<file path="src/source/cpuPkg.sv">
`default_nettype none

package cpuPkg;

	typedef logic [15:0] dataT;
	typedef logic [3:0] regAddrT;
	typedef logic [3:0] opcodeT;
	typedef logic [2:0] condT;
	typedef logic [2:0] aluOpT;

	//////////////////////////////////////////////////
	// opcodes, bits 15:12 of the instruction.
	localparam opcodeT opAdd = 4'h0;
	localparam opcodeT opSub = 4'h1;
	localparam opcodeT opAnd = 4'h2;
	localparam opcodeT opNor = 4'h3;
	localparam opcodeT opSll = 4'h4;
	localparam opcodeT opSrl = 4'h5;
	localparam opcodeT opSra = 4'h6;
	localparam opcodeT opLw  = 4'h8;
	localparam opcodeT opSw  = 4'h9;
	localparam opcodeT opLhb = 4'hA;
	localparam opcodeT opLlb = 4'hB;
	localparam opcodeT opB   = 4'hC;
	localparam opcodeT opJal = 4'hD;
	localparam opcodeT opJr  = 4'hE;
	localparam opcodeT opHlt = 4'hF;

	// branch conditions, bits 11:9.
	localparam condT NEQ    = 3'd0;
	localparam condT EQ     = 3'd1;
	localparam condT GT     = 3'd2;
	localparam condT LT     = 3'd3;
	localparam condT GTE    = 3'd4;
	localparam condT LTE    = 3'd5;
	localparam condT OVFL   = 3'd6;
	localparam condT UNCOND = 3'd7;

	localparam aluOpT ADD  = 3'd0;
	localparam aluOpT SUB  = 3'd1;
	localparam aluOpT AND  = 3'd2;
	localparam aluOpT NOR  = 3'd3;
	localparam aluOpT SLL  = 3'd4;
	localparam aluOpT SRL  = 3'd5;
	localparam aluOpT SRA  = 3'd6;
	localparam aluOpT PASS = 3'd7; // llb, lhb and the jal link.

	//////////////////////////////////////////////////
	typedef struct packed {
		logic valid;
		opcodeT opcode;
		dataT opA;
		dataT opB;
		dataT imm;
		regAddrT dest;
		logic regWe;
		logic memRd;
		logic memWr;
		condT cond;
		logic halt;
		dataT pcNext;
	} idExT;

	typedef struct packed {
		logic valid;
		dataT result; // alu result or memory address.
		dataT storeData;
		regAddrT dest;
		logic regWe;
		logic memRd;
		logic memWr;
		logic halt;
	} exMemT;

	typedef struct packed {
		logic cyc;
		logic stb;
		logic we;
		dataT adr;
		dataT dat;
	} wbMasterT;

endpackage

`default_nettype wire

</file>
<file path="src/source/cpu16.sv">
`timescale 1ns/1ps
`default_nettype none

module cpu16 #(
	parameter cpuPkg::dataT resetPc = 16'h0000
) (
	input wire logic clk,
	input wire logic rstN,
	output cpuPkg::dataT instrAddr,
	input wire cpuPkg::dataT instr,
	output cpuPkg::wbMasterT wbOut,
	input wire logic wbAck,
	input wire cpuPkg::dataT wbDatIn,
	output cpuPkg::dataT pc,
	output logic hlt
);

	cpuPkg::dataT fetchPc, fetchInstr, fetchPcNext, target, wrData;
	logic fetchValid, stall, halting, redirect, memBusy, wrEn;
	cpuPkg::regAddrT wrAddr;
	cpuPkg::idExT idEx;
	cpuPkg::exMemT exMem;

	// the instruction port is a plain combinational read at the pc.
	assign instrAddr = fetchPc;
	assign pc = fetchPc;

	fetchUnit #(.resetPc(resetPc)) fetch0 (
		.clk(clk),
		.rstN(rstN),
		.instr(instr),
		.stall(stall),
		.memBusy(memBusy),
		.halting(halting),
		.redirect(redirect),
		.target(target),
		.pc(fetchPc),
		.fetchInstr(fetchInstr),
		.fetchPcNext(fetchPcNext),
		.fetchValid(fetchValid)
	);

	decodeUnit decode0 (
		.clk(clk),
		.rstN(rstN),
		.fetchInstr(fetchInstr),
		.fetchPcNext(fetchPcNext),
		.fetchValid(fetchValid),
		.flush(redirect), // taken transfer kills the word in decode.
		.memBusy(memBusy),
		.wrEn(wrEn),
		.wrAddr(wrAddr),
		.wrData(wrData),
		.stall(stall),
		.halting(halting),
		.idEx(idEx)
	);

	executeUnit execute0 (
		.clk(clk),
		.rstN(rstN),
		.idEx(idEx),
		.memBusy(memBusy),
		.redirect(redirect),
		.target(target),
		.exMem(exMem)
	);

	memoryUnit memory0 (
		.clk(clk),
		.rstN(rstN),
		.exMem(exMem),
		.wbOut(wbOut),
		.wbAck(wbAck),
		.wbDatIn(wbDatIn),
		.memBusy(memBusy),
		.wrEn(wrEn),
		.wrAddr(wrAddr),
		.wrData(wrData),
		.hlt(hlt)
	);

endmodule

`default_nettype wire

</file>
<file path="src/source/decodeUnit.sv">
`timescale 1ns/1ps
`default_nettype none

module decodeUnit (
	input wire logic clk,
	input wire logic rstN,
	input wire cpuPkg::dataT fetchInstr,
	input wire cpuPkg::dataT fetchPcNext,
	input wire logic fetchValid,
	input wire logic flush,
	input wire logic memBusy,
	input wire logic wrEn,
	input wire cpuPkg::regAddrT wrAddr,
	input wire cpuPkg::dataT wrData,
	output logic stall,
	output logic halting,
	output cpuPkg::idExT idEx
);

	cpuPkg::opcodeT opcode;
	cpuPkg::regAddrT rd, rs, rt, srcB;
	logic [3:0] memOffset;
	logic [7:0] byteImm;
	logic [8:0] branchOffset;
	logic [11:0] jumpOffset;
	cpuPkg::dataT rsData, rtData;
	logic usesA, usesB;
	cpuPkg::idExT idExNext;

	//////////////////////////////////////////////////
	// instruction fields.
	assign opcode = fetchInstr[15:12];
	assign rd = fetchInstr[11:8];
	assign rs = fetchInstr[7:4];
	assign rt = fetchInstr[3:0];
	assign memOffset = fetchInstr[3:0];
	assign byteImm = fetchInstr[7:0];
	assign branchOffset = fetchInstr[8:0];
	assign jumpOffset = fetchInstr[11:0];

	// sw reads its data register and lhb its own rd through the second port.
	assign srcB = (opcode == cpuPkg::opSw || opcode == cpuPkg::opLhb) ? rd : rt;

	registerFile regFile0 (
		.clk(clk),
		.rstN(rstN),
		.rsAddr(rs),
		.rtAddr(srcB),
		.rsData(rsData),
		.rtData(rtData),
		.wrEn(wrEn),
		.wrAddr(wrAddr),
		.wrData(wrData)
	);

	always_comb
	begin
		idExNext = '0;
		usesA = 1'b0;
		usesB = 1'b0;
		idExNext.valid = 1'b1;
		idExNext.opcode = opcode;
		idExNext.opA = rsData;
		idExNext.opB = rtData;
		idExNext.dest = rd;
		idExNext.cond = fetchInstr[11:9];
		idExNext.pcNext = fetchPcNext;
		case (opcode)
			cpuPkg::opAdd, cpuPkg::opSub, cpuPkg::opAnd, cpuPkg::opNor:
			begin
				usesA = 1'b1;
				usesB = 1'b1;
				idExNext.regWe = 1'b1;
			end
			cpuPkg::opSll, cpuPkg::opSrl, cpuPkg::opSra:
			begin
				usesA = 1'b1;
				idExNext.imm = {12'd0, rt}; // shift amount.
				idExNext.regWe = 1'b1;
			end
			cpuPkg::opLw:
			begin
				usesA = 1'b1;
				idExNext.imm = {{12{memOffset[3]}}, memOffset};
				idExNext.regWe = 1'b1;
				idExNext.memRd = 1'b1;
			end
			cpuPkg::opSw:
			begin
				usesA = 1'b1;
				usesB = 1'b1;
				idExNext.imm = {{12{memOffset[3]}}, memOffset};
				idExNext.memWr = 1'b1;
			end
			cpuPkg::opLlb:
			begin
				idExNext.imm = {{8{byteImm[7]}}, byteImm};
				idExNext.regWe = 1'b1;
			end
			cpuPkg::opLhb:
			begin
				usesB = 1'b1;
				idExNext.imm = {8'd0, byteImm};
				idExNext.regWe = 1'b1;
			end
			cpuPkg::opB: idExNext.imm = {{7{branchOffset[8]}}, branchOffset};
			cpuPkg::opJal:
			begin
				idExNext.imm = {{4{jumpOffset[11]}}, jumpOffset};
				idExNext.dest = 4'd15; // link register.
				idExNext.regWe = 1'b1;
			end
			cpuPkg::opJr: usesA = 1'b1;
			cpuPkg::opHlt: idExNext.halt = 1'b1;
			default: ;
		endcase
	end

	// no forwarding. wait one cycle for a producer sitting in execute.
	assign stall = fetchValid && idEx.valid && idEx.regWe && (idEx.dest != 4'd0) &&
		((usesA && rs == idEx.dest) || (usesB && srcB == idEx.dest));
	assign halting = fetchValid && !flush && (opcode == cpuPkg::opHlt);

	always_ff @(posedge clk or negedge rstN)
	begin
		if (!rstN)
			idEx <= '0;
		else if (!memBusy)
			idEx <= (fetchValid && !flush && !stall) ? idExNext : '0; // bubble.
	end

endmodule

`default_nettype wire

</file>
<file path="src/source/executeUnit.sv">
`timescale 1ns/1ps
`default_nettype none

module executeUnit (
	input wire logic clk,
	input wire logic rstN,
	input wire cpuPkg::idExT idEx,
	input wire logic memBusy,
	output logic redirect,
	output cpuPkg::dataT target,
	output cpuPkg::exMemT exMem
);

	cpuPkg::aluOpT aluOp;
	cpuPkg::dataT aluB, aluOut, sum, diff;
	logic ovf, setsAll, setsZero, condMet;
	logic zeroFlag, negFlag, ovfFlag;

	always_comb
	begin
		aluOp = cpuPkg::PASS;
		aluB = idEx.imm;
		setsAll = 1'b0;
		setsZero = 1'b0;
		case (idEx.opcode)
			cpuPkg::opAdd:
			begin
				aluOp = cpuPkg::ADD;
				aluB = idEx.opB;
				setsAll = 1'b1;
			end
			cpuPkg::opSub:
			begin
				aluOp = cpuPkg::SUB;
				aluB = idEx.opB;
				setsAll = 1'b1;
			end
			cpuPkg::opAnd:
			begin
				aluOp = cpuPkg::AND;
				aluB = idEx.opB;
				setsZero = 1'b1;
			end
			cpuPkg::opNor:
			begin
				aluOp = cpuPkg::NOR;
				aluB = idEx.opB;
				setsZero = 1'b1;
			end
			cpuPkg::opSll:
			begin
				aluOp = cpuPkg::SLL;
				setsZero = 1'b1;
			end
			cpuPkg::opSrl:
			begin
				aluOp = cpuPkg::SRL;
				setsZero = 1'b1;
			end
			cpuPkg::opSra:
			begin
				aluOp = cpuPkg::SRA;
				setsZero = 1'b1;
			end
			cpuPkg::opLw, cpuPkg::opSw: aluOp = cpuPkg::ADD; // base plus offset.
			cpuPkg::opLhb: aluB = {idEx.imm[7:0], idEx.opB[7:0]};
			cpuPkg::opJal: aluB = idEx.pcNext;
			default: ;
		endcase
	end

	//////////////////////////////////////////////////
	// alu.
	assign sum = idEx.opA + aluB;
	assign diff = idEx.opA - aluB;

	always_comb
	begin
		ovf = 1'b0;
		case (aluOp)
			cpuPkg::ADD:
			begin
				aluOut = sum;
				ovf = (idEx.opA[15] == aluB[15]) && (sum[15] != idEx.opA[15]);
			end
			cpuPkg::SUB:
			begin
				aluOut = diff;
				ovf = (idEx.opA[15] != aluB[15]) && (diff[15] != idEx.opA[15]);
			end
			cpuPkg::AND: aluOut = idEx.opA & aluB;
			cpuPkg::NOR: aluOut = ~(idEx.opA | aluB);
			cpuPkg::SLL: aluOut = idEx.opA << aluB[3:0];
			cpuPkg::SRL: aluOut = idEx.opA >> aluB[3:0];
			cpuPkg::SRA: aluOut = cpuPkg::dataT'($signed(idEx.opA) >>> aluB[3:0]);
			default: aluOut = aluB;
		endcase
		// arithmetic saturates toward the sign of opA, address math wraps.
		if (ovf && setsAll)
			aluOut = idEx.opA[15] ? 16'h8000 : 16'h7fff;
	end

	always_ff @(posedge clk or negedge rstN)
	begin
		if (!rstN)
		begin
			zeroFlag <= 1'b0;
			negFlag <= 1'b0;
			ovfFlag <= 1'b0;
		end
		else if (idEx.valid && !memBusy)
		begin
			if (setsAll || setsZero)
				zeroFlag <= (aluOut == 16'h0000);
			if (setsAll)
			begin
				negFlag <= aluOut[15];
				ovfFlag <= ovf;
			end
		end
	end

	//////////////////////////////////////////////////
	// branch and jump resolution.
	always_comb
	begin
		case (idEx.cond)
			cpuPkg::NEQ: condMet = !zeroFlag;
			cpuPkg::EQ: condMet = zeroFlag;
			cpuPkg::GT: condMet = !zeroFlag && !negFlag;
			cpuPkg::LT: condMet = negFlag;
			cpuPkg::GTE: condMet = !negFlag;
			cpuPkg::LTE: condMet = negFlag || zeroFlag;
			cpuPkg::OVFL: condMet = ovfFlag;
			cpuPkg::UNCOND: condMet = 1'b1;
		endcase
	end

	assign redirect = idEx.valid && ((idEx.opcode == cpuPkg::opB && condMet) ||
		idEx.opcode == cpuPkg::opJal || idEx.opcode == cpuPkg::opJr);
	assign target = (idEx.opcode == cpuPkg::opJr) ? idEx.opA : idEx.pcNext + idEx.imm;

	always_ff @(posedge clk or negedge rstN)
	begin
		if (!rstN)
			exMem <= '0;
		else if (!memBusy)
		begin
			exMem.valid <= idEx.valid;
			exMem.result <= aluOut;
			exMem.storeData <= idEx.opB;
			exMem.dest <= idEx.dest;
			exMem.regWe <= idEx.valid && idEx.regWe;
			exMem.memRd <= idEx.valid && idEx.memRd;
			exMem.memWr <= idEx.valid && idEx.memWr;
			exMem.halt <= idEx.valid && idEx.halt;
		end
	end

endmodule

`default_nettype wire

</file>
<file path="src/source/fetchUnit.sv">
`timescale 1ns/1ps
`default_nettype none

module fetchUnit #(
	parameter cpuPkg::dataT resetPc = 16'h0000
) (
	input wire logic clk,
	input wire logic rstN,
	input wire cpuPkg::dataT instr,
	input wire logic stall,
	input wire logic memBusy,
	input wire logic halting,
	input wire logic redirect,
	input wire cpuPkg::dataT target,
	output cpuPkg::dataT pc,
	output cpuPkg::dataT fetchInstr,
	output cpuPkg::dataT fetchPcNext,
	output logic fetchValid
);

	cpuPkg::dataT pcNext;
	logic stopped; // a hlt has left decode, fetch is done for good.

	assign pcNext = pc + 16'd1;

	always_ff @(posedge clk or negedge rstN)
	begin
		if (!rstN)
		begin
			pc <= resetPc;
			fetchValid <= 1'b0;
			stopped <= 1'b0;
		end
		else if (!memBusy)
		begin
			if (redirect)
			begin
				pc <= target;
				fetchValid <= 1'b0; // squash the wrong-path word.
			end
			else if (halting || stopped)
			begin
				stopped <= 1'b1;
				fetchValid <= 1'b0;
			end
			else if (!stall)
			begin
				pc <= pcNext;
				fetchValid <= 1'b1;
			end
		end
	end

	always_ff @(posedge clk)
	begin
		if (!memBusy && !stall)
		begin
			fetchInstr <= instr;
			fetchPcNext <= pcNext;
		end
	end

endmodule

`default_nettype wire

</file>
<file path="src/source/memoryUnit.sv">
`timescale 1ns/1ps
`default_nettype none

module memoryUnit (
	input wire logic clk,
	input wire logic rstN,
	input wire cpuPkg::exMemT exMem,
	output cpuPkg::wbMasterT wbOut,
	input wire logic wbAck,
	input wire cpuPkg::dataT wbDatIn,
	output logic memBusy,
	output logic wrEn,
	output cpuPkg::regAddrT wrAddr,
	output cpuPkg::dataT wrData,
	output logic hlt
);

	logic busReq;

	// request comes straight from the stage register and is held until ack.
	assign busReq = exMem.valid && (exMem.memRd || exMem.memWr);
	assign memBusy = busReq && !wbAck;

	always_comb
	begin
		wbOut.cyc = busReq;
		wbOut.stb = busReq;
		wbOut.we = busReq && exMem.memWr;
		wbOut.adr = exMem.result; // word address.
		wbOut.dat = exMem.storeData;
	end

	//////////////////////////////////////////////////
	// writeback. a load takes the bus data on the ack edge.
	assign wrEn = exMem.valid && exMem.regWe && !memBusy;
	assign wrAddr = exMem.dest;
	assign wrData = exMem.memRd ? wbDatIn : exMem.result;

	always_ff @(posedge clk or negedge rstN)
	begin
		if (!rstN)
			hlt <= 1'b0;
		else if (exMem.valid && exMem.halt)
			hlt <= 1'b1; // sticky until reset.
	end

endmodule

`default_nettype wire

</file>
<file path="src/source/registerFile.sv">
`timescale 1ns/1ps
`default_nettype none

module registerFile (
	input wire logic clk,
	input wire logic rstN,
	input wire cpuPkg::regAddrT rsAddr,
	input wire cpuPkg::regAddrT rtAddr,
	output cpuPkg::dataT rsData,
	output cpuPkg::dataT rtData,
	input wire logic wrEn,
	input wire cpuPkg::regAddrT wrAddr,
	input wire cpuPkg::dataT wrData
);

	cpuPkg::dataT regs [16];
	logic wrLive;

	// r0 never takes a write, so it stays zero after reset.
	assign wrLive = wrEn && (wrAddr != 4'd0);

	always_ff @(posedge clk or negedge rstN)
	begin
		if (!rstN)
		begin
			for (int i = 0; i < 16; i++)
				regs[i] <= 16'h0000;
		end
		else if (wrLive)
			regs[wrAddr] <= wrData;
	end

	// write-through. decode sees writeback in the same cycle.
	assign rsData = (wrLive && wrAddr == rsAddr) ? wrData : regs[rsAddr];
	assign rtData = (wrLive && wrAddr == rtAddr) ? wrData : regs[rtAddr];

endmodule

`default_nettype wire

</file>
<file path="config.mk">
export PLATFORM = sky130hd
export DESIGN_NAME = cpu16
export DESIGN_NICKNAME = d
export VERILOG_FILES = /design/src/source/cpuPkg.sv /design/src/source/cpu16.sv /design/src/source/decodeUnit.sv /design/src/source/executeUnit.sv /design/src/source/fetchUnit.sv /design/src/source/memoryUnit.sv /design/src/source/registerFile.sv
export SDC_FILE = /design/constraint.sdc
export NUM_CORES = 1
export LEC_CHECK = 0
export BUFFER_PORTS_ARGS = -buffer_cell sky130_fd_sc_hd__buf_2
export CORE_UTILIZATION = 55
export CTS_BUF_LIST = sky130_fd_sc_hd__clkbuf_4
export CTS_CLUSTER_SIZE = 24
export DETAILED_ROUTE_END_ITERATION = 10
export PLACE_DENSITY = 0.75
export SKIP_LAST_GASP = 1
export SYNTH_ARGS = -nofsm -noshare
export SYNTH_HDL_FRONTEND = slang
export SYNTH_SLANG_ARGS = --single-unit
</file>
<file path="constraint.sdc">
create_clock -name clk -period 5 [get_ports clk]
set_input_delay 1 -clock clk [delete_from_list [all_inputs] [get_ports clk]]
set_output_delay 1 -clock clk [all_outputs]
set_load 0.1 [all_outputs]
</file>
==> flow_metrics.py, run 1 <==
metrics = {
    "route": {
        "wl_mm": 85.9,
        "ant_nets": 0,
        "first_pass_iters": 7,
        "viasPerCell": 6.53,
        "vias": 23000,
        "drtIter0Drc": 2731,
        "drc": 0,
        "wl_per_cell_microns": 24.4,
    },
    "sta": {
        "slew_violations": 0,
        "timing.final.ws_setup_ns": 0.245,
        "setup_viol": 0,
        "hold_violations": 0,
        "finalCritPeriodShare": 0.951,
        "worst_clock_skew_ns": 0.0905,
        "post-route-min-period_ns": 4.75,
        "worst_slew_pin_slew_ns": 1.18,
        "fin_setup_tns_ns": 0,
        "slew_headroom": 0.211,
        "fmax_ghz": 0.210,
        "rsz0062_at_grt": "no",
    },
    "grt": {
        "use_met3": 0.0769,
        "use_met1": 0.463,
        "grt_start_max_net_pins": 103,
        "grt_pass1_wl_mm": 133,
        "use_met2": 0.561,
        "grt_usage": 0.355,
        "grt_pass1_vias": 22400,
        "antenna_found_initial": 3,
        "grt.overflow.total": 0,
        "gr-max-usage-layer": "met2",
    },
    "clock_tree": {
        "tritoncts": "yes",
        "cts_buffers": 113,
        "root_buffer": "clkbuf_4",
        "cts.sink_count": 427,
        "insertion_delay_ns": 0.94,
        "cts_max_level": 3,
        "clockBufferDepth": 3,
        "clk_pin_slew_ns": 0.06,
    },
    "die": {
        "dieArea_sq_mm": 0.0491,
        "core_area_sq_mm": 0.0476,
        "fp.dieW_microns": 222,
        "ioPinCount": 103,
        "initial_utilization": 0.556,
        "num_rows": 80,
        "die_y_microns": 222,
    },
    "placement": {
        "place_hpwl_mm": 58.6,
        "dp_worst_setup_slack_ns": 0.145,
        "io_buffers": 102,
        "place.gp.congestion": 1.06,
    },
    "yosys": {
        "synth_edf_count": 32,
        "yosysWarnings": 0,
        "synth.yosys.seq_area_share": 0.409,
        "syn_area_sq_mm": 0.0265,
        "syn_nets": 2875,
        "yosysTopAreaCell": "dfrtp_1",
        "synthArstFlopShare": 0.925,
        "syn_avg_cell_area_sq_um": 9.58,
        "netlist_instances": 2766,
        "synth_ff_type": "dfrtp_1",
        "synth_most_common_cell": "nand2_1",
        "synth-seq-cells": 427,
        "synthTopCellsByArea": "dfrtp_1, mux4_2, nand2_1",
        "yosys-top-cells-count": "nand2_1, dfrtp_1, o21ai_0, nor2_1, a21oi_1",
        "ys_types": 94,
        "synth_top_area_share": 0.373,
    },
    "outcome": {
        "status": "finished clean",
    },
    "setup_path": {
        "start_kind": "flip-flop",
        "setup.worst_path.end_class": "flip-flop",
        "worstPathMaxFanout": 14,
        "critPathRequiredTime_ns": 5.79,
        "worstPathArrival_ns": 5.54,
        "critPathKind": "reg -> reg",
    },
    "pwr": {
        "seq_power_share": 0.334,
        "p_leak_nw": 13.0,
        "p_comb_frac": 0.468,
        "p_per_area_mw_per_mm2": 561,
        "peakVddDrop_uv": 540,
        "clock_power_share": 0.197,
        "p_int_w": 0.00878,
        "p_sw_frac": 0.461,
        "switching_power_w": 0.00752,
    },
    "run": {
        "drv_cap": 0,
    },
    "layout": {
        "layout.nets": 2930,
        "syn_to_final_growth_pct": 9.50,
        "post_route_cells_drive_above_1_share": 0.207,
    },
    "hold_path": {
        "min_path_type": "in -> async",
    },
}
==> cell usage in the layout (no fill, tap or decap), types with 32 or more instances in the layout <==
cell type  Yosys  layout
buf_4         54     114
nand3_1       52      52
buf_2         25     101
nand2_1      488     488
dfrtp_1      395     395
nor2_1       199     191
clkbuf_4       0     169
mux2i_1       83      77
inv_1         70      70
edfxtp_1      32      32
a22o_1        43      43
o21ai_0      259     259
o211ai_1      33      33
xnor2_1       37      37
mux4_2       144     144
ha_1          72      72
a21oi_1      185     184
==> final timing paths <==
check | from | end | slack [ns] | cells after the start
min reg2reg | decode0.regFile0.regs[244] | decode0.regFile0.regs[244] | 0.40 | 0
min in group clk | instr[6] | fetch0.fetchInstr[6] | 0.27 | 1
max | decode0.idEx[75] | execute0.zeroFlag | 0.25 | 16
min | rstN | decode0.idEx[77] | 0.15 | 1
max reg2reg | decode0.idEx[75] | execute0.zeroFlag | 0.25 | 16
max in group asynchronous | rstN | decode0.regFile0.regs[102] | 3.67 | 2
==> flip-flops by register name (all words and copies together), names as in the netlist <==
register / count
fetch0.fetchInstr: 16
fetch0.fetchValid: 1
execute0.exMem: 41
fetch0.fetchPcNext: 16
decode0.idEx: 76
decode0.regFile0.regs: 256
execute0.ovfFlag: 1
memory0.hlt: 1
execute0.zeroFlag: 1
fetch0.stopped: 1
execute0.negFlag: 1
fetch0.pc: 16
==> power by group through the flow <==
stage	registers [W]	logic, W	clock network (W)
5_1_grt	0.00556	0.00813	0.00346
3_3_place_gp	0.00540	0.00738	0
3_5_place_dp	0.00547	0.00746	0
4_1_cts	0.00541	0.00750	0.00329
2_1_floorplan	0.00545	0.00541	0
6_report	0.00545	0.00763	0.00322
==> logic make-up after synthesis <==
| logic type | Yosys count | share of synthesized area |
|---|---|---|
| and+or+nand+nor | 889 | 0.144 |
| AOI/OAI and AO/OA | 729 | 0.175 |
| DFF | 427 | 0.409 |
| buffers and inverters | 354 | 0.0601 |
| muxes | 234 | 0.157 |
| adders and majority gates | 74 | 0.0355 |
| xor gates and xnor gates | 59 | 0.0195 |
==> layer usage <==
layer,share of wire,vias to the layer above
li1,-,10100
met1,0.38,11400
met2,0.47,1318
met3,0.098,266
met4,0.051,0
met5,0,-
==> critical path, cell delays in order, from the launching register on <==
cell and delay (ns):
dfrtp_1 0.52, buf_4 0.29, nand3b_1 0.13, a211o_1 0.36
o21a_4 0.15, ha_1 0.29, a211oi_1 0.37, o211ai_1 0.27
a311oi_1 0.38, buf_4 0.19, o31ai_2 0.10, xor2_1 0.15
a32oi_1 0.16, nand4_1 0.11, o32a_1 0.39, or4_1 0.45
o41ai_2 0.29
==> cell type report <==
| class | instances | area (sq um) |
|---|---|---|
| antenna | 3 | 7.51 |
| clock buffer | 169 | 1270 |
| clock inverter | 32 | 229 |
| fill | 3983 | 18600 |
| inverter | 76 | 285 |
| multi-input combinational | 1985 | 14200 |
| sequential | 427 | 10800 |
| tap | 615 | 769 |
| timing repair buffer | 218 | 1420 |
==> through the flow <==
stage | instances | utilization | power, W | hold slack, ns | cell area (sq um)
after floorplan | 2766 | - | 0.0109 | 0.426 | 26500
after global placement | 3321 | 0.577 | 0.0128 | 0.376 | 27500
after detailed placement | 3321 | 0.577 | 0.0129 | 0.385 | 27500
after CTS | 3522 | 0.609 | 0.0162 | 0.0850 | 29000
after global routing | 3525 | 0.609 | 0.0171 | 0.153 | 29000
final | 3525 | 0.609 | 0.0163 | 0.150 | 29000
==> repair_timing <==
item,4_1_cts,5_1_grt
endpoints found under the setup margin,0,10
buffers inserted,0,0
hold buffers,0,0
endpoints found under the hold margin,0,0
resized for setup,0,5
(Power assumes the default switching activity.)
==> run 2: changes to the inputs <==
--- a/config.mk
+++ b/config.mk
@@ -6,6 +6,7 @@
 export NUM_CORES = 1
 export LEC_CHECK = 0
 export BUFFER_PORTS_ARGS = -buffer_cell sky130_fd_sc_hd__buf_2
+export CORE_ASPECT_RATIO = 0.7
 export CORE_UTILIZATION = 55
 export CTS_BUF_LIST = sky130_fd_sc_hd__clkbuf_4
 export CTS_CLUSTER_SIZE = 24
==> flow_metrics.py, run 2 (synthesized netlist as in run 1, its figures left out) <==
metrics = {
    "outcome": {
        "status": "finished clean",
    },
    "placement": {
        "place.gp.congestion": 1.05,
        "io_buffers": 102,
        "place_hpwl_mm": 65.1,
    },
    "route": {
        "drtIter0Drc": 3095,
        "wl_mm": 93.6,
        "wl_per_cell_microns": 26.6,
        "first_pass_iters": 6,
        "vias": 23300,
        "ant_nets": 0,
        "drc": 0,
        "viasPerCell": 6.64,
    },
    "die": {
        "initial_utilization": 0.564,
        "dieArea_sq_mm": 0.0491,
        "num_rows": 66,
        "core_area_sq_mm": 0.0470,
        "fp.dieW_microns": 264,
        "ioPinCount": 103,
        "die_y_microns": 186,
    },
    "pwr": {
        "p_per_area_mw_per_mm2": 563,
        "clock_power_share": 0.184,
        "peakVddDrop_uv": 462,
        "p_int_w": 0.00855,
        "p_sw_frac": 0.475,
        "p_comb_frac": 0.482,
        "seq_power_share": 0.335,
        "p_leak_nw": 12.9,
        "switching_power_w": 0.00775,
    },
    "setup_path": {
        "start_kind": "flip-flop",
        "slowest_stage": "dfrtp_1",
        "critPathKind": "reg -> reg",
        "setup.worst_path.end_class": "flip-flop",
        "cp_num_buf_inv": 3,
        "critPathMaxStageDelay_ns": 0.45,
        "path_cells": "buf_4 > nor2b_1 > buf_4 > o21ai_2 > nand2_1 > nor2_1 > a21oi_1 > ha_1 > or3_1 > a311oi_1 > buf_4 > o31ai_2 > xor2_1 > a32oi_1 > nand4_1 > o32a_1 > or4_1 > o41ai_2",
        "worstPathMaxFanout": 7,
        "worstPathArrival_ns": 5.52,
        "critPathMostFrequentCell": "buf_4",
        "cpLargestDelayFamily": "compound AO/OA/AOI/OAI gates",
        "critPathRequiredTime_ns": 5.81,
    },
    "clock_tree": {
        "cts_max_level": 3,
        "cts_buffers": 104,
        "root_buffer": "clkbuf_4",
        "cts.sink_count": 427,
        "cts-hold-fix-buffers": 0,
        "clk_pin_slew_ns": 0.10,
        "insertion_delay_ns": 0.91,
        "tritoncts": "yes",
        "clockBufferDepth": 3,
    },
    "layout": {
        "reg_top3": "decode0.regFile0.regs: 256 flops, decode0.idEx: 76 flops, execute0.exMem: 41 flops",
        "final_util": 0.616,
        "layout.nets": 2925,
        "mostFrequentLayoutCells": "nand2_1, dfrtp_1, o21ai_0",
        "largest-register": "decode0.regFile0.regs",
        "largest_reg_flops": 256,
        "syn_to_final_growth_pct": 9.16,
        "final_common_cell": "nand2_1",
        "post_route_cells_drive_above_1_share": 0.203,
    },
    "sta": {
        "fmax_ghz": 0.212,
        "slew_headroom": 0.223,
        "finalCritPeriodShare": 0.941,
        "worst_clock_skew_ns": 0.0895,
        "rsz0062_at_grt": "no",
        "fin_setup_tns_ns": 0,
        "hold_violations": 0,
        "worst_slew_pin_slew_ns": 1.16,
        "slew_violations": 0,
        "setup_viol": 0,
        "post-route-min-period_ns": 4.71,
    },
    "grt": {
        "grt_start_max_net_pins": 129,
        "grt_pass1_wl_mm": 140,
        "antenna_found_initial": 3,
        "grt.overflow.total": 0,
        "grt_pass1_vias": 22100,
        "grt_usage": 0.385,
    },
    "hold_path": {
        "min_path_type": "in -> async",
    },
    "run": {
        "drv_cap": 0,
    },
}
-- run 2: per-stage QoR --
stage	hold WS (ns)	total power, W	instances	setup WS (ns)	instance area (sq um)
after floorplan	0.426	0.0109	2766	0.148	26500
after global placement	0.376	0.0129	3322	0.372	27600
after detailed placement	0.383	0.0131	3322	0.258	27600
after CTS	0.0632	0.0161	3509	0.207	28900
after global routing	0.101	0.0170	3510	0.0842	28900
final	0.0919	0.0163	3512	0.293	28900
-- run 2: power groups by stage --
stage | Clock, W | Combinational [W] | Sequential [W]
after floorplan | 0 | 0.00541 | 0.00545
after CTS | 0.00303 | 0.00765 | 0.00541
after detailed placement | 0 | 0.00761 | 0.00547
after global placement | 0 | 0.00752 | 0.00540
after global routing | 0.00321 | 0.00828 | 0.00556
final | 0.00299 | 0.00786 | 0.00545
-- run 2: layer usage --
metal  vias up  track usage  wire length [microns]
met2      1532        0.524                  38000
met5         -            0                     34
met1     11500        0.567                  39700
li1      10100            -                      -
met3       167        0.142                  13400
met4         4        0.115                   2540
-- run 2: final cells by class --
cell class | instances | area, sq um
sequential | 427 | 10800
clock inverter | 33 | 178
multi-input combinational | 1985 | 14200
tap | 612 | 766
clock buffer | 154 | 1160
inverter | 76 | 285
timing repair buffer | 222 | 1510
fill | 3972 | 18000
antenna | 3 | 7.51
-- run 2: final timing paths --
check                      depth (start not counted)                         end                  startpoint  slack [ns]
setup / recovery                                  18           execute0.zeroFlag            decode0.idEx[76]        0.29
hold / removal                                     1  decode0.regFile0.regs[247]                        rstN        0.09
setup reg to reg                                  18           execute0.zeroFlag            decode0.idEx[76]        0.29
hold reg to reg                                    0  decode0.regFile0.regs[242]  decode0.regFile0.regs[242]        0.39
max in group asynchronous                          2            decode0.idEx[61]                        rstN        3.68
min in group clk                                   1        fetch0.fetchInstr[4]                    instr[4]        0.28
-- run 2: timing repair --
item / CTS / global route
buffers inserted: 0 / 0
endpoints found under the setup margin: 0 / 1
resized for setup: 0 / 3
